`src/rtl/rv_isa_pkg.sv`:
```
package rv_isa_pkg;

	localparam int ILEN = 32;

	// ####################
	// Major opcodes
	// ####################

	localparam logic [6:0] OPC_LUI       = 7'b0110111;
	localparam logic [6:0] OPC_AUIPC     = 7'b0010111;
	localparam logic [6:0] OPC_JAL       = 7'b1101111;
	localparam logic [6:0] OPC_JALR      = 7'b1100111;
	localparam logic [6:0] OPC_BRANCH    = 7'b1100011;
	localparam logic [6:0] OPC_LOAD      = 7'b0000011;
	localparam logic [6:0] OPC_STORE     = 7'b0100011;
	localparam logic [6:0] OPC_OP_IMM    = 7'b0010011;
	localparam logic [6:0] OPC_OP        = 7'b0110011;
	localparam logic [6:0] OPC_OP_IMM_32 = 7'b0011011;
	localparam logic [6:0] OPC_OP_32     = 7'b0111011;
	localparam logic [6:0] OPC_SYSTEM    = 7'b1110011;
	localparam logic [6:0] OPC_FENCE     = 7'b0001111;

	// ####################
	// Operand selects
	// ####################

	typedef enum logic [1:0] {
		V1_RS1  = 2'd0, // First operand from rs1.
		V1_PC   = 2'd1,
		V1_ZIMM = 2'd2  // Zero-extended rs1 field of CSR immediate forms.
	} v1_sel_e;

	typedef enum logic {
		V2_RS2 = 1'b0,
		V2_IMM = 1'b1
	} v2_sel_e;

endpackage

```
`src/rtl/rv_exec_pkg.sv`:
```
package rv_exec_pkg;

	// ####################
	// Datapath geometry
	// ####################

	localparam int XLEN     = 64; // Integer register width.
	localparam int REG_AW   = 5;  // Register index width.
	localparam int NUM_REGS = 32;

endpackage

```
`src/rtl/rv_dec_if.sv`:
```
interface rv_dec_if;
	import rv_isa_pkg::*;
	import rv_exec_pkg::*;

	logic [6:0]        opcode;
	logic [2:0]        func3;
	logic              func7;   // Instruction bit 30 only.
	logic [REG_AW-1:0] rs1;
	logic [REG_AW-1:0] rs2;
	logic [REG_AW-1:0] rd;
	logic [XLEN-1:0]   imme;    // Sign-extended per format.
	v1_sel_e           v1_type;
	v2_sel_e           v2_type;
	logic              mul_en;

	modport dec (
		output opcode, func3, func7, rs1, rs2, rd, imme, v1_type, v2_type, mul_en
	);

	modport consumer (
		input opcode, func3, func7, rs1, rs2, rd, imme, v1_type, v2_type, mul_en
	);

endinterface

```
`src/rtl/rv_decode.sv`:
```
module rv_decode (
	input logic [rv_isa_pkg::ILEN-1:0] instr,
	rv_dec_if.dec                      dec
);
	import rv_isa_pkg::*;
	import rv_exec_pkg::*;

	logic [6:0] opc;
	logic       i_type;
	logic       u_type;
	logic       j_type;
	logic       b_type;
	logic       s_type;
	logic       r_type;

	assign opc = instr[6:0];

	// ####################
	// Format classes
	// ####################

	assign i_type = opc inside {OPC_JALR, OPC_LOAD, OPC_OP_IMM, OPC_OP_IMM_32, OPC_SYSTEM};
	assign u_type = opc inside {OPC_LUI, OPC_AUIPC};
	assign j_type = opc == OPC_JAL;
	assign b_type = opc == OPC_BRANCH;
	assign s_type = opc == OPC_STORE;
	assign r_type = opc inside {OPC_OP, OPC_OP_32};

	// ####################
	// Fields
	// ####################

	assign dec.opcode = opc;
	assign dec.func3  = instr[14:12];
	assign dec.func7  = instr[30];

	assign dec.rs1 = u_type ? '0 : instr[19:15]; // LUI then adds the immediate to x0.
	assign dec.rs2 = (i_type || u_type) ? '0 : instr[24:20];
	assign dec.rd  = (s_type || b_type) ? '0 : instr[11:7];

	assign dec.v1_type = (j_type || opc == OPC_AUIPC) ? V1_PC :
		(opc == OPC_SYSTEM && instr[14]) ? V1_ZIMM : V1_RS1;

	assign dec.v2_type = (r_type || b_type) ? V2_RS2 : V2_IMM;

	assign dec.mul_en = r_type && instr[25]; // M-extension sits in func7 bit 0.

	assign dec.imme =
		i_type ? {{(XLEN-12){instr[31]}}, instr[31:20]} :
		u_type ? {{(XLEN-32){instr[31]}}, instr[31:12], 12'b0} :
		j_type ? {{(XLEN-20){instr[31]}}, instr[19:12], instr[20], instr[30:21], 1'b0} :
		b_type ? {{(XLEN-12){instr[31]}}, instr[7], instr[30:25], instr[11:8], 1'b0} :
		s_type ? {{(XLEN-12){instr[31]}}, instr[31:25], instr[11:7]} :
		'0;

endmodule

```
`src/flat_wrapper.sv`:
```
// flat-port wrapper written by rule: the top's interface ports become plain ports
module rv_decode_flat import rv_isa_pkg::*; import rv_exec_pkg::*;
  (instr, dec_opcode, dec_func3, dec_func7, dec_rs1, dec_rs2, dec_rd, dec_imme, dec_v1_type, dec_v2_type, dec_mul_en);
  rv_dec_if dec_i ();
  input logic [rv_isa_pkg::ILEN-1:0] instr;
  output wire logic [$bits(dec_i.opcode)-1:0] dec_opcode;
  output wire logic [$bits(dec_i.func3)-1:0] dec_func3;
  output wire logic [$bits(dec_i.func7)-1:0] dec_func7;
  output wire logic [$bits(dec_i.rs1)-1:0] dec_rs1;
  output wire logic [$bits(dec_i.rs2)-1:0] dec_rs2;
  output wire logic [$bits(dec_i.rd)-1:0] dec_rd;
  output wire logic [$bits(dec_i.imme)-1:0] dec_imme;
  output wire logic [$bits(dec_i.v1_type)-1:0] dec_v1_type;
  output wire logic [$bits(dec_i.v2_type)-1:0] dec_v2_type;
  output wire logic [$bits(dec_i.mul_en)-1:0] dec_mul_en;
  assign dec_opcode = dec_i.opcode;
  assign dec_func3 = dec_i.func3;
  assign dec_func7 = dec_i.func7;
  assign dec_rs1 = dec_i.rs1;
  assign dec_rs2 = dec_i.rs2;
  assign dec_rd = dec_i.rd;
  assign dec_imme = dec_i.imme;
  assign dec_v1_type = dec_i.v1_type;
  assign dec_v2_type = dec_i.v2_type;
  assign dec_mul_en = dec_i.mul_en;
  rv_decode u_core (.instr(instr), .dec(dec_i));
endmodule
```
`config.mk`:
```
export PLATFORM = sky130hd
export DESIGN_NAME = rv_decode_flat
export DESIGN_NICKNAME = d
export VERILOG_FILES = /design/src/rtl/rv_isa_pkg.sv /design/src/rtl/rv_exec_pkg.sv /design/src/rtl/rv_dec_if.sv /design/src/rtl/rv_decode.sv /design/src/flat_wrapper.sv
export SDC_FILE = /design/constraint.sdc
export NUM_CORES = 1
export LEC_CHECK = 0
export BUFFER_PORTS_ARGS = -buffer_cell sky130_fd_sc_hd__buf_4
export CORE_MARGIN = 5
export CORE_UTILIZATION = 36
export DETAILED_ROUTE_END_ITERATION = 8
export PLACE_DENSITY = 0.83
export SLEW_MARGIN = 20
export SYNTH_ARGS = -nofsm -noshare
export SYNTH_HDL_FRONTEND = slang
export SYNTH_SLANG_ARGS = --single-unit
```
`constraint.sdc`:
```
create_clock -name vclk -period 6.5
set_clock_uncertainty 0.2 [all_clocks]
set_input_delay 1.3 -clock vclk [all_inputs]
set_output_delay 1.3 -clock vclk [all_outputs]
set_load 0.05 [all_outputs]
```
==> results.sh <==
export IMPL_status="completed"
export IMPL_mostFrequentLayoutCells="buf_4 (127), a21o_2 (10), a21o_1 (9), nor2b_1 (7), and3_1 (7)"
export IMPL_final_common_cell="buf_4"
export IMPL_worst_slew_pin_slew_ns=0.565
export IMPL_drc=0
export IMPL_hold_start="instr[13]"
export IMPL_vias_per_cell=4.88
export IMPL_vdd_drop_max_mv=0.0366
export IMPL_max_freq_mhz=228
export IMPL_final_layout_size_suffix_gt1_share_pct=64.9
export IMPL_leakagePower_nw=1.06
export IMPL_grt_pass1_vias=1214
export IMPL_wl_mm=3.91
export IMPL_grt_overflow_total=0
export IMPL_synth_avg_cell_area_sq_um=7.19
export IMPL_switching_share_pct=67.8
export IMPL_fin_ws_ns=2.11
export IMPL_crit_type="in2out"
export IMPL_utilization_pct=57.3
export IMPL_netlist_area_sq_mm=0.00110
export IMPL_cp_end_kind="output pin"
export IMPL_ant_nets=0
export IMPL_holdCritPathClass="in2out"
export IMPL_fp_dieW_um=65.3
export IMPL_switchingPower_mw=0.106
export IMPL_cts_resized_gates=0
export IMPL_clkPwrFrac_pct=0
export IMPL_track_usage_pct=16.3
export IMPL_start_util_pct=36.6
export IMPL_antenna_found_initial=0
export IMPL_nClkBuffers=0
export IMPL_syn2layout_area_growth_pct=56.5
export IMPL_fin_crit_ns=4.39
export IMPL_hold_slack_ns=2.67
export IMPL_crit_path_start_kind="primary input"
export IMPL_die_h_um=65.3
export IMPL_critPathMaxFanout=17
export IMPL_first_pass_iters=4
export IMPL_grt_max_degree=34
export IMPL_post_cts_buffers=0
export IMPL_num_vias=1274
export IMPL_yosys_warnings=0
export IMPL_intPower_mw=0.0503
export IMPL_final_nets=262
export IMPL_seq_power_share_pct=0
export IMPL_cts_hold_buffers=0
export IMPL_max_cap_violations=0
export IMPL_max_slew_margin_rel_pct=62.2
export IMPL_num_rows=20
export IMPL_dp_hpwl_mm=3.23
export IMPL_fin_setup_tns_ns=0
export IMPL_register_area_sq_um=0
export IMPL_pre_cts_slack_ns=1.89
export IMPL_syn_inst=153
export IMPL_io_pin_count=126
export IMPL_p_comb_share_pct=100.0
export IMPL_power_density_mw_per_mm2=90.8
export IMPL_synth_fp_nets=185
export IMPL_gp_congestion=0.833
export IMPL_io_buffer_count=126
export IMPL_rsz0062_at_grt="no"
export IMPL_first_iter_violations=46
export IMPL_grt_pass1_wl_mm=5.84
export IMPL_dp_cells=260
export IMPL_maxSlewViolCount=0
export IMPL_setup_viol=0
export IMPL_finalHoldViolations=0
export IMPL_layout_cells_non_filler=261
export IMPL_core_sq_mm=0.00300
export IMPL_synth_seq_area_share_pct=0
export IMPL_num_antenna_cells=0
export IMPL_wl_per_cell_um=15.0
export IMPL_flops_and_latches=0
export IMPL_worstPathArrival_ns=2.89
export IMPL_dieArea_sq_mm=0.00426
export IMPL_fin_crit_sh_pct=67.6
export IMPL_crit_start="instr[5]"
export IMPL_synth_cell_types=42
export IMPL_required_ns=5.00
==> cell type report <==
type,instances,area [sq um]
fillers,300,1280
inverters,2,7.51
multi-input cells,98,708
well taps,33,41.3
repair buffers,128,965
==> logic make-up (layout without fill, tap and decap cells) <==
kind of cell | after synthesis | in the layout | share of synthesized area (%)
compound gates | 36 | 36 | 28.2
xor+xnor | 1 | 1 | 0.797
buf+inv | 55 | 130 | 36.6
simple gates | 61 | 61 | 34.4
==> metal layers <==
metal / track usage [%] / part of all wire (%) / vias up
li1: - / - / 652
met1: 20.2 / 40 / 559
met2: 29.6 / 50 / 61
met3: 3.76 / 9.2 / 2
met4: 1.04 / 0.59 / 0
met5: 0 / 0 / -
==> path summary, 6_finish.rpt <==
path	slack (ns)	cells after the start	end
worst max-delay path	2.11	6	dec_imme[34]
worst min-delay path	2.67	2	dec_func3[1]
==> cell usage after synthesis, types with 2 or more instances <==
cell,number,share of area (%)
buf_4,46,31
nor4_1,5,2.8
a21o_1,9,6.1
nand2_1,5,1.7
buf_6,3,3.1
clkbuf_1,3,1.0
and3_1,7,4.0
and2_1,5,2.8
nor2b_1,7,4.0
a21o_2,10,8.0
nand3_1,6,2.7
inv_1,2,0.68
and2b_1,6,4.1
nor2_1,6,2.0
nor3_1,3,1.4
a32o_1,4,3.6
==> critical path: stages <==
cell and delay (ns):
buf_4 0.16, nand2_1 0.17, o221a_2 0.31, nor3_4 0.49, buf_6 0.24, buf_4 0.21
==> through the flow <==
stage          area [sq um]  total power, mW
2_1_floorplan          1100            0.116
3_3_place_gp           1710            0.155
3_5_place_dp           1710            0.156
4_1_cts                1710            0.156
5_1_grt                1720            0.163
6_report               1720            0.156
==> power groups by stage <==
stage                     Clock (mW)  Sequential (mW)  Combinational [mW]
after floorplan                    0                0               0.116
after detailed placement           0                0               0.156
final                              0                0               0.156
after global placement             0                0               0.155
after global routing               0                0               0.163
after CTS                          0                0               0.156
Note: power is estimated with default switching activity, not from simulation.
