### src/rtl/rv_isa_pkg.sv
package rv_isa_pkg;

	localparam int ILEN = 32;

	// ####################
	// Major opcodes
	// ####################

	localparam logic [6:0] OPC_LUI       = 7'b0110111;
	localparam logic [6:0] OPC_AUIPC     = 7'b0010111;
	localparam logic [6:0] OPC_JAL       = 7'b1101111;
	localparam logic [6:0] OPC_JALR      = 7'b1100111;
	localparam logic [6:0] OPC_BRANCH    = 7'b1100011;
	localparam logic [6:0] OPC_LOAD      = 7'b0000011;
	localparam logic [6:0] OPC_STORE     = 7'b0100011;
	localparam logic [6:0] OPC_OP_IMM    = 7'b0010011;
	localparam logic [6:0] OPC_OP        = 7'b0110011;
	localparam logic [6:0] OPC_OP_IMM_32 = 7'b0011011;
	localparam logic [6:0] OPC_OP_32     = 7'b0111011;
	localparam logic [6:0] OPC_SYSTEM    = 7'b1110011;
	localparam logic [6:0] OPC_FENCE     = 7'b0001111;

	// ####################
	// Operand selects
	// ####################

	typedef enum logic [1:0] {
		V1_RS1  = 2'd0, // First operand from rs1.
		V1_PC   = 2'd1,
		V1_ZIMM = 2'd2  // Zero-extended rs1 field of CSR immediate forms.
	} v1_sel_e;

	typedef enum logic {
		V2_RS2 = 1'b0,
		V2_IMM = 1'b1
	} v2_sel_e;

endpackage

### src/rtl/rv_exec_pkg.sv
package rv_exec_pkg;

	// ####################
	// Datapath geometry
	// ####################

	localparam int XLEN     = 64; // Integer register width.
	localparam int REG_AW   = 5;  // Register index width.
	localparam int NUM_REGS = 32;

endpackage

### src/rtl/rv_dec_if.sv
interface rv_dec_if;
	import rv_isa_pkg::*;
	import rv_exec_pkg::*;

	logic [6:0]        opcode;
	logic [2:0]        func3;
	logic              func7;   // Instruction bit 30 only.
	logic [REG_AW-1:0] rs1;
	logic [REG_AW-1:0] rs2;
	logic [REG_AW-1:0] rd;
	logic [XLEN-1:0]   imme;    // Sign-extended per format.
	v1_sel_e           v1_type;
	v2_sel_e           v2_type;
	logic              mul_en;

	modport dec (
		output opcode, func3, func7, rs1, rs2, rd, imme, v1_type, v2_type, mul_en
	);

	modport consumer (
		input opcode, func3, func7, rs1, rs2, rd, imme, v1_type, v2_type, mul_en
	);

endinterface

### src/rtl/rv_issue_ctrl.sv
module rv_issue_ctrl (
	input  logic                           clk,
	input  logic                           reset,
	input  logic                           instr_valid,
	input  logic [rv_isa_pkg::ILEN-1:0]    instr,
	input  logic [rv_exec_pkg::XLEN-1:0]   pc,
	rv_dec_if.consumer                     dec,
	input  logic [rv_exec_pkg::XLEN-1:0]   alu_result,
	input  logic                           branch_taken,
	input  logic [rv_exec_pkg::XLEN-1:0]   target,
	input  logic                           md_done,
	input  logic [rv_exec_pkg::XLEN-1:0]   md_result,
	output logic                           md_start,
	output logic [rv_isa_pkg::ILEN-1:0]    instr_q,
	output logic [rv_exec_pkg::XLEN-1:0]   pc_q,
	output logic                           busy,
	output logic                           wb_valid,
	output logic [rv_exec_pkg::REG_AW-1:0] wb_rd,
	output logic [rv_exec_pkg::XLEN-1:0]   wb_data,
	output logic                           redirect_valid,
	output logic [rv_exec_pkg::XLEN-1:0]   redirect_pc,
	output logic                           illegal
);
	import rv_isa_pkg::*;

	typedef enum logic [1:0] {IDLE, EXEC, MD_WAIT, RETIRE} state_e;

	state_e state;
	logic   accept;
	logic   legal_op;
	logic   ret_wb;
	logic   ret_redir;
	logic   ret_ill;

	assign busy     = state != IDLE;
	assign accept   = instr_valid && !busy;
	assign md_start = state == EXEC && dec.mul_en;
	assign legal_op = dec.opcode inside {OPC_LUI, OPC_AUIPC, OPC_JAL, OPC_JALR, OPC_BRANCH,
		OPC_OP_IMM, OPC_OP, OPC_OP_IMM_32, OPC_OP_32};

	// ####################
	// Sequencing
	// ####################

	always_ff @(posedge clk) begin
		if (reset) begin
			state          <= IDLE;
			ret_wb         <= 1'b0;
			ret_redir      <= 1'b0;
			ret_ill        <= 1'b0;
			wb_valid       <= 1'b0;
			redirect_valid <= 1'b0;
			illegal        <= 1'b0;
		end else begin
			wb_valid       <= 1'b0;
			redirect_valid <= 1'b0;
			illegal        <= 1'b0;
			case (state)
				IDLE: if (accept) state <= EXEC;
				EXEC: begin
					ret_ill   <= !legal_op;
					ret_wb    <= legal_op && dec.opcode != OPC_BRANCH; // Branches have no rd.
					ret_redir <= legal_op && branch_taken;
					state     <= dec.mul_en ? MD_WAIT : RETIRE;
				end
				MD_WAIT: if (md_done) state <= RETIRE;
				default: begin
					wb_valid       <= ret_wb;
					redirect_valid <= ret_redir;
					illegal        <= ret_ill;
					state          <= IDLE;
				end
			endcase
		end
	end

	always_ff @(posedge clk) begin
		if (accept) begin
			instr_q <= instr;
			pc_q    <= pc;
		end
		if (state == EXEC) begin
			wb_rd       <= dec.rd;
			wb_data     <= alu_result;
			redirect_pc <= target;
		end
		if (state == MD_WAIT && md_done) begin
			wb_data <= md_result;
		end
	end

	a_no_issue_when_busy: assert property (@(posedge clk) disable iff (reset)
		instr_valid |-> !busy)
		else $error("instr_valid asserted while core is busy");

endmodule

### src/flat_wrapper.sv
// flat-port wrapper written by rule: the top's interface ports become plain ports
module rv_issue_ctrl_flat import rv_isa_pkg::*;
  (clk, reset, instr_valid, instr, pc, alu_result, branch_taken, target, md_done, md_result, md_start, instr_q, pc_q, busy, wb_valid, wb_rd, wb_data, redirect_valid, redirect_pc, illegal, dec_opcode, dec_func3, dec_func7, dec_rs1, dec_rs2, dec_rd, dec_imme, dec_v1_type, dec_v2_type, dec_mul_en);
  rv_dec_if dec_i ();
  input  logic clk;
  input  logic reset;
  input  logic instr_valid;
  input  logic [rv_isa_pkg::ILEN-1:0] instr;
  input  logic [rv_exec_pkg::XLEN-1:0] pc;
  input  logic [rv_exec_pkg::XLEN-1:0] alu_result;
  input  logic branch_taken;
  input  logic [rv_exec_pkg::XLEN-1:0] target;
  input  logic md_done;
  input  logic [rv_exec_pkg::XLEN-1:0] md_result;
  output logic md_start;
  output logic [rv_isa_pkg::ILEN-1:0] instr_q;
  output logic [rv_exec_pkg::XLEN-1:0] pc_q;
  output logic busy;
  output logic wb_valid;
  output logic [rv_exec_pkg::REG_AW-1:0] wb_rd;
  output logic [rv_exec_pkg::XLEN-1:0] wb_data;
  output logic redirect_valid;
  output logic [rv_exec_pkg::XLEN-1:0] redirect_pc;
  output logic illegal;
  input wire logic [$bits(dec_i.opcode)-1:0] dec_opcode;
  input wire logic [$bits(dec_i.func3)-1:0] dec_func3;
  input wire logic [$bits(dec_i.func7)-1:0] dec_func7;
  input wire logic [$bits(dec_i.rs1)-1:0] dec_rs1;
  input wire logic [$bits(dec_i.rs2)-1:0] dec_rs2;
  input wire logic [$bits(dec_i.rd)-1:0] dec_rd;
  input wire logic [$bits(dec_i.imme)-1:0] dec_imme;
  input wire logic [$bits(dec_i.v1_type)-1:0] dec_v1_type;
  input wire logic [$bits(dec_i.v2_type)-1:0] dec_v2_type;
  input wire logic [$bits(dec_i.mul_en)-1:0] dec_mul_en;
  assign dec_i.opcode = dec_opcode;
  assign dec_i.func3 = dec_func3;
  assign dec_i.func7 = dec_func7;
  assign dec_i.rs1 = dec_rs1;
  assign dec_i.rs2 = dec_rs2;
  assign dec_i.rd = dec_rd;
  assign dec_i.imme = dec_imme;
  assign dec_i.v1_type = dec_v1_type;
  assign dec_i.v2_type = dec_v2_type;
  assign dec_i.mul_en = dec_mul_en;
  rv_issue_ctrl u_core (.clk(clk), .reset(reset), .instr_valid(instr_valid), .instr(instr), .pc(pc), .dec(dec_i), .alu_result(alu_result), .branch_taken(branch_taken), .target(target), .md_done(md_done), .md_result(md_result), .md_start(md_start), .instr_q(instr_q), .pc_q(pc_q), .busy(busy), .wb_valid(wb_valid), .wb_rd(wb_rd), .wb_data(wb_data), .redirect_valid(redirect_valid), .redirect_pc(redirect_pc), .illegal(illegal));
endmodule
### config.mk
export PLATFORM = sky130hd
export DESIGN_NAME = rv_issue_ctrl_flat
export DESIGN_NICKNAME = d
export VERILOG_FILES = /design/src/rtl/rv_isa_pkg.sv /design/src/rtl/rv_exec_pkg.sv /design/src/rtl/rv_dec_if.sv /design/src/rtl/rv_issue_ctrl.sv /design/src/flat_wrapper.sv
export SDC_FILE = /design/constraint.sdc
export NUM_CORES = 1
export LEC_CHECK = 0
export BUFFER_PORTS_ARGS = -buffer_cell sky130_fd_sc_hd__buf_2
export CORE_AREA = 3 3 242 244
export DETAILED_ROUTE_END_ITERATION = 6
export DIE_AREA = 0 0 245 247
export PLACE_DENSITY_LB_ADDON = 0.05
export SYNTH_ARGS = -nofsm -noshare
export SYNTH_HDL_FRONTEND = slang
export SYNTH_SLANG_ARGS = --single-unit
### constraint.sdc
create_clock -name clk -period 11.9 [get_ports clk]
set_clock_uncertainty 0.1 [all_clocks]
set_input_delay 2.38 -clock clk [delete_from_list [all_inputs] [get_ports clk]]
set_output_delay 2.38 -clock clk [all_outputs]
set_load 0.02 [all_outputs]
==> run metrics <==
status=finished clean; mapped cell area=8350 um2; post-synthesis sequential area ratio=84.3%; CTS max path bufs=3; buffers added on ports=539; clock transition at the registers of the reported paths=50 ps; CP required=9420 ps; antenna viol nets, final=0; Std-Cell Rows=87; layout cells sized above 1=69.1%; Post-CTS Setup Bufs=0; area leader, netlist=edfxtp_1; worst slack, placed=6630 ps; CP endpoint kind=output port; Final Worst Setup Slack=6640 ps; Final nets=1315; htree depth=2; Pleak=5.56 nW; period utilization=44.2%; detailed-route via count=5507; FILL cells=6026; CTS sink count=237; Final Hold Violating Endpoints=0; DR pass1 iterations=4; yosys warns=0; Die Width=245 um; DIE AREA=60500 um2; total congestion overflow=0; #FFs+latches synth=237; CP Max Fanout=2; GPL Wtd Cong=0.711; Setup CP Type=input port to output port; most common cell after layout, fill and taps aside=buf_2; drt wl/cell=18.5 um; initial antenna violation count=13; Pwr per Cell Area=247 nW/um2; final setup vio count=0; pin count of the biggest net entering global routing=71; reg-to-reg setup timing slack=9270 ps; IO Pins=621; Initial Util=14.8%; vias in the first global route=5765; Max Cap Violations=0; Worst slew margin=32.6%; core box area=56500 um2; class of the worst hold path=flip-flop to flip-flop; first-pass GRT wire length=42.6 mm; CP startpoint kind=input port; Synth-to-Final Area Change=56.0%; cell count after synthesis=353; Max VDD drop=0.148 mV; Least-Margin Pin Slew=1010 ps; HPWL Detailed=24.6 mm; post-CTS sizing=0; most frequent cells in the layout=buf_2, edfxtp_1, mux2_4, clkbuf_16, mux2_2; Final min period=5260 ps; gr usage total=9.92%; First DRT Iteration DRCs=133; CTS buffer count=34; Post-Layout Inst Area=13000 um2; TritonCTS clock tree=done; Placed Area=12000 um2; fin. max-slew vios=0; setup_tns=0 ps; Max Fclk=190 MHz; Post-Route WL=31.5 mm; post-synth cell types=34; Skew-Pair Late Insertion Delay=520 ps; Synth top area share=82.3%; Area contributors post-synth=edfxtp_1, mux2_4, mux2_2, dfxtp_1, buf_6; vias per inst=3.23; DRC=0; Post-CTS Hold Buffers=0; Chip Height=247 um; Clock Tree Root=clkbuf_16; RSZ-0062 raised after global routing=false; Syn Area/Cell=23.7 um2; Syn Nets=744; Worst EP arrival=2780 ps
per-layer routing:
layer	global-route usage (%)	vias up	share of wire [%]	wire length, um
met3	5.70	61	12	3880
met1	9.23	2571	32	10100
li1	-	2570	-	-
met5	0	-	0.36	113
met2	18.1	289	53	16600
met4	3.37	16	2.3	724
kinds of logic (layout without fill, tap and decap cells):
| family | Yosys count | after routing | share of synthesized area [%] |
|---|---|---|---|
| multiplexers | 65 | 65 | 11.0 |
| AND/OR/NAND/NOR | 21 | 21 | 1.77 |
| adder cells (fa/ha/maj) | 4 | 4 | 0.599 |
| AO/OA/AOI/OAI | 13 | 13 | 1.27 |
| buffers and inverters | 13 | 606 | 1.14 |
| flip-flops | 237 | 237 | 84.3 |
| other | 0 | 4 | 0 |
synth_stat cells:
library cell / count
ha_1: 4
and2_1: 5
o311ai_2: 1
edfxtp_1: 229
a311oi_1: 1
or3b_1: 1
a21o_1: 1
and4b_1: 1
buf_2: 1
buf_4: 2
nor2_1: 1
a21oi_1: 2
o31ai_1: 1
and4bb_1: 2
nand2_1: 2
and3_1: 1
or2_2: 1
mux2i_1: 1
a211o_1: 1
o21ai_0: 2
o2111a_1: 1
mux2_2: 15
buf_6: 5
dfxtp_1: 8
inv_1: 5
nand3b_1: 1
o311ai_0: 1
nor2b_1: 2
nor3_1: 1
mux2_4: 49
nand2b_1: 2
a31oi_1: 1
nand4bb_1: 1
a2111o_1: 1
final timing paths:
| check | from | end | cells after the start |
|---|---|---|---|
| worst max-delay path | dec_mul_en | md_start | 3 |
| worst min register to register | u_core.ret_redir | u_core.redirect_valid | 1 |
| worst min-delay path | u_core.ret_redir | u_core.redirect_valid | 1 |
| worst max register to register | u_core.state[0] | u_core.wb_data[40] | 5 |
final cells by class:
cell class | instances | area, um2 | share of cell area [%]
timing repair buffer | 543 | 2730 | 20.9
sequential | 237 | 7040 | 54.0
inverter | 5 | 18.8 | 0.144
clock inverter | 11 | 121 | 0.931
tap | 756 | 946 | 7.26
antenna | 4 | 10.0 | 0.0768
clock buffer | 47 | 921 | 7.07
multi-input combinational | 103 | 1250 | 9.58
state kept, by name (all words and copies together) (netlist names):
signal	flops
u_core.illegal	1
u_core.state	2
u_core.pc_q	64
u_core.ret_wb	1
u_core.wb_data	64
u_core.instr_q	32
u_core.wb_valid	1
u_core.redirect_valid	1
u_core.ret_ill	1
u_core.redirect_pc	64
u_core.wb_rd	5
u_core.ret_redir	1
power by group:
| part | total, mW | internal (mW) | switching (mW) | leakage (nW) |
|---|---|---|---|---|
| sequential | 1.31 | 1.26 | 0.0528 | 2.22 |
| combinational | 0.944 | 0.276 | 0.668 | 2.83 |
| clock | 0.963 | 0.584 | 0.379 | 0.503 |
| total | 3.22 | 2.12 | 1.10 | 5.56 |
per-stage QoR:
step           hold WS (ps)  instances  utilization (%)  power [mW]
2_1_floorplan           321        353                -        1.90
3_3_place_gp            342       1644             21.2        2.33
3_5_place_dp            338       1644             21.2        2.31
4_1_cts                 354       1702             23.0        3.32
5_1_grt                 385       1704             23.1        3.40
6_report                351       1706             23.1        3.22
worst max-delay path, cell delays in order:
cell and delay [ps]:
buf_2 100, and2_1 140, buf_2 160
No activity file was read; power rests on OpenSTA's default activity.
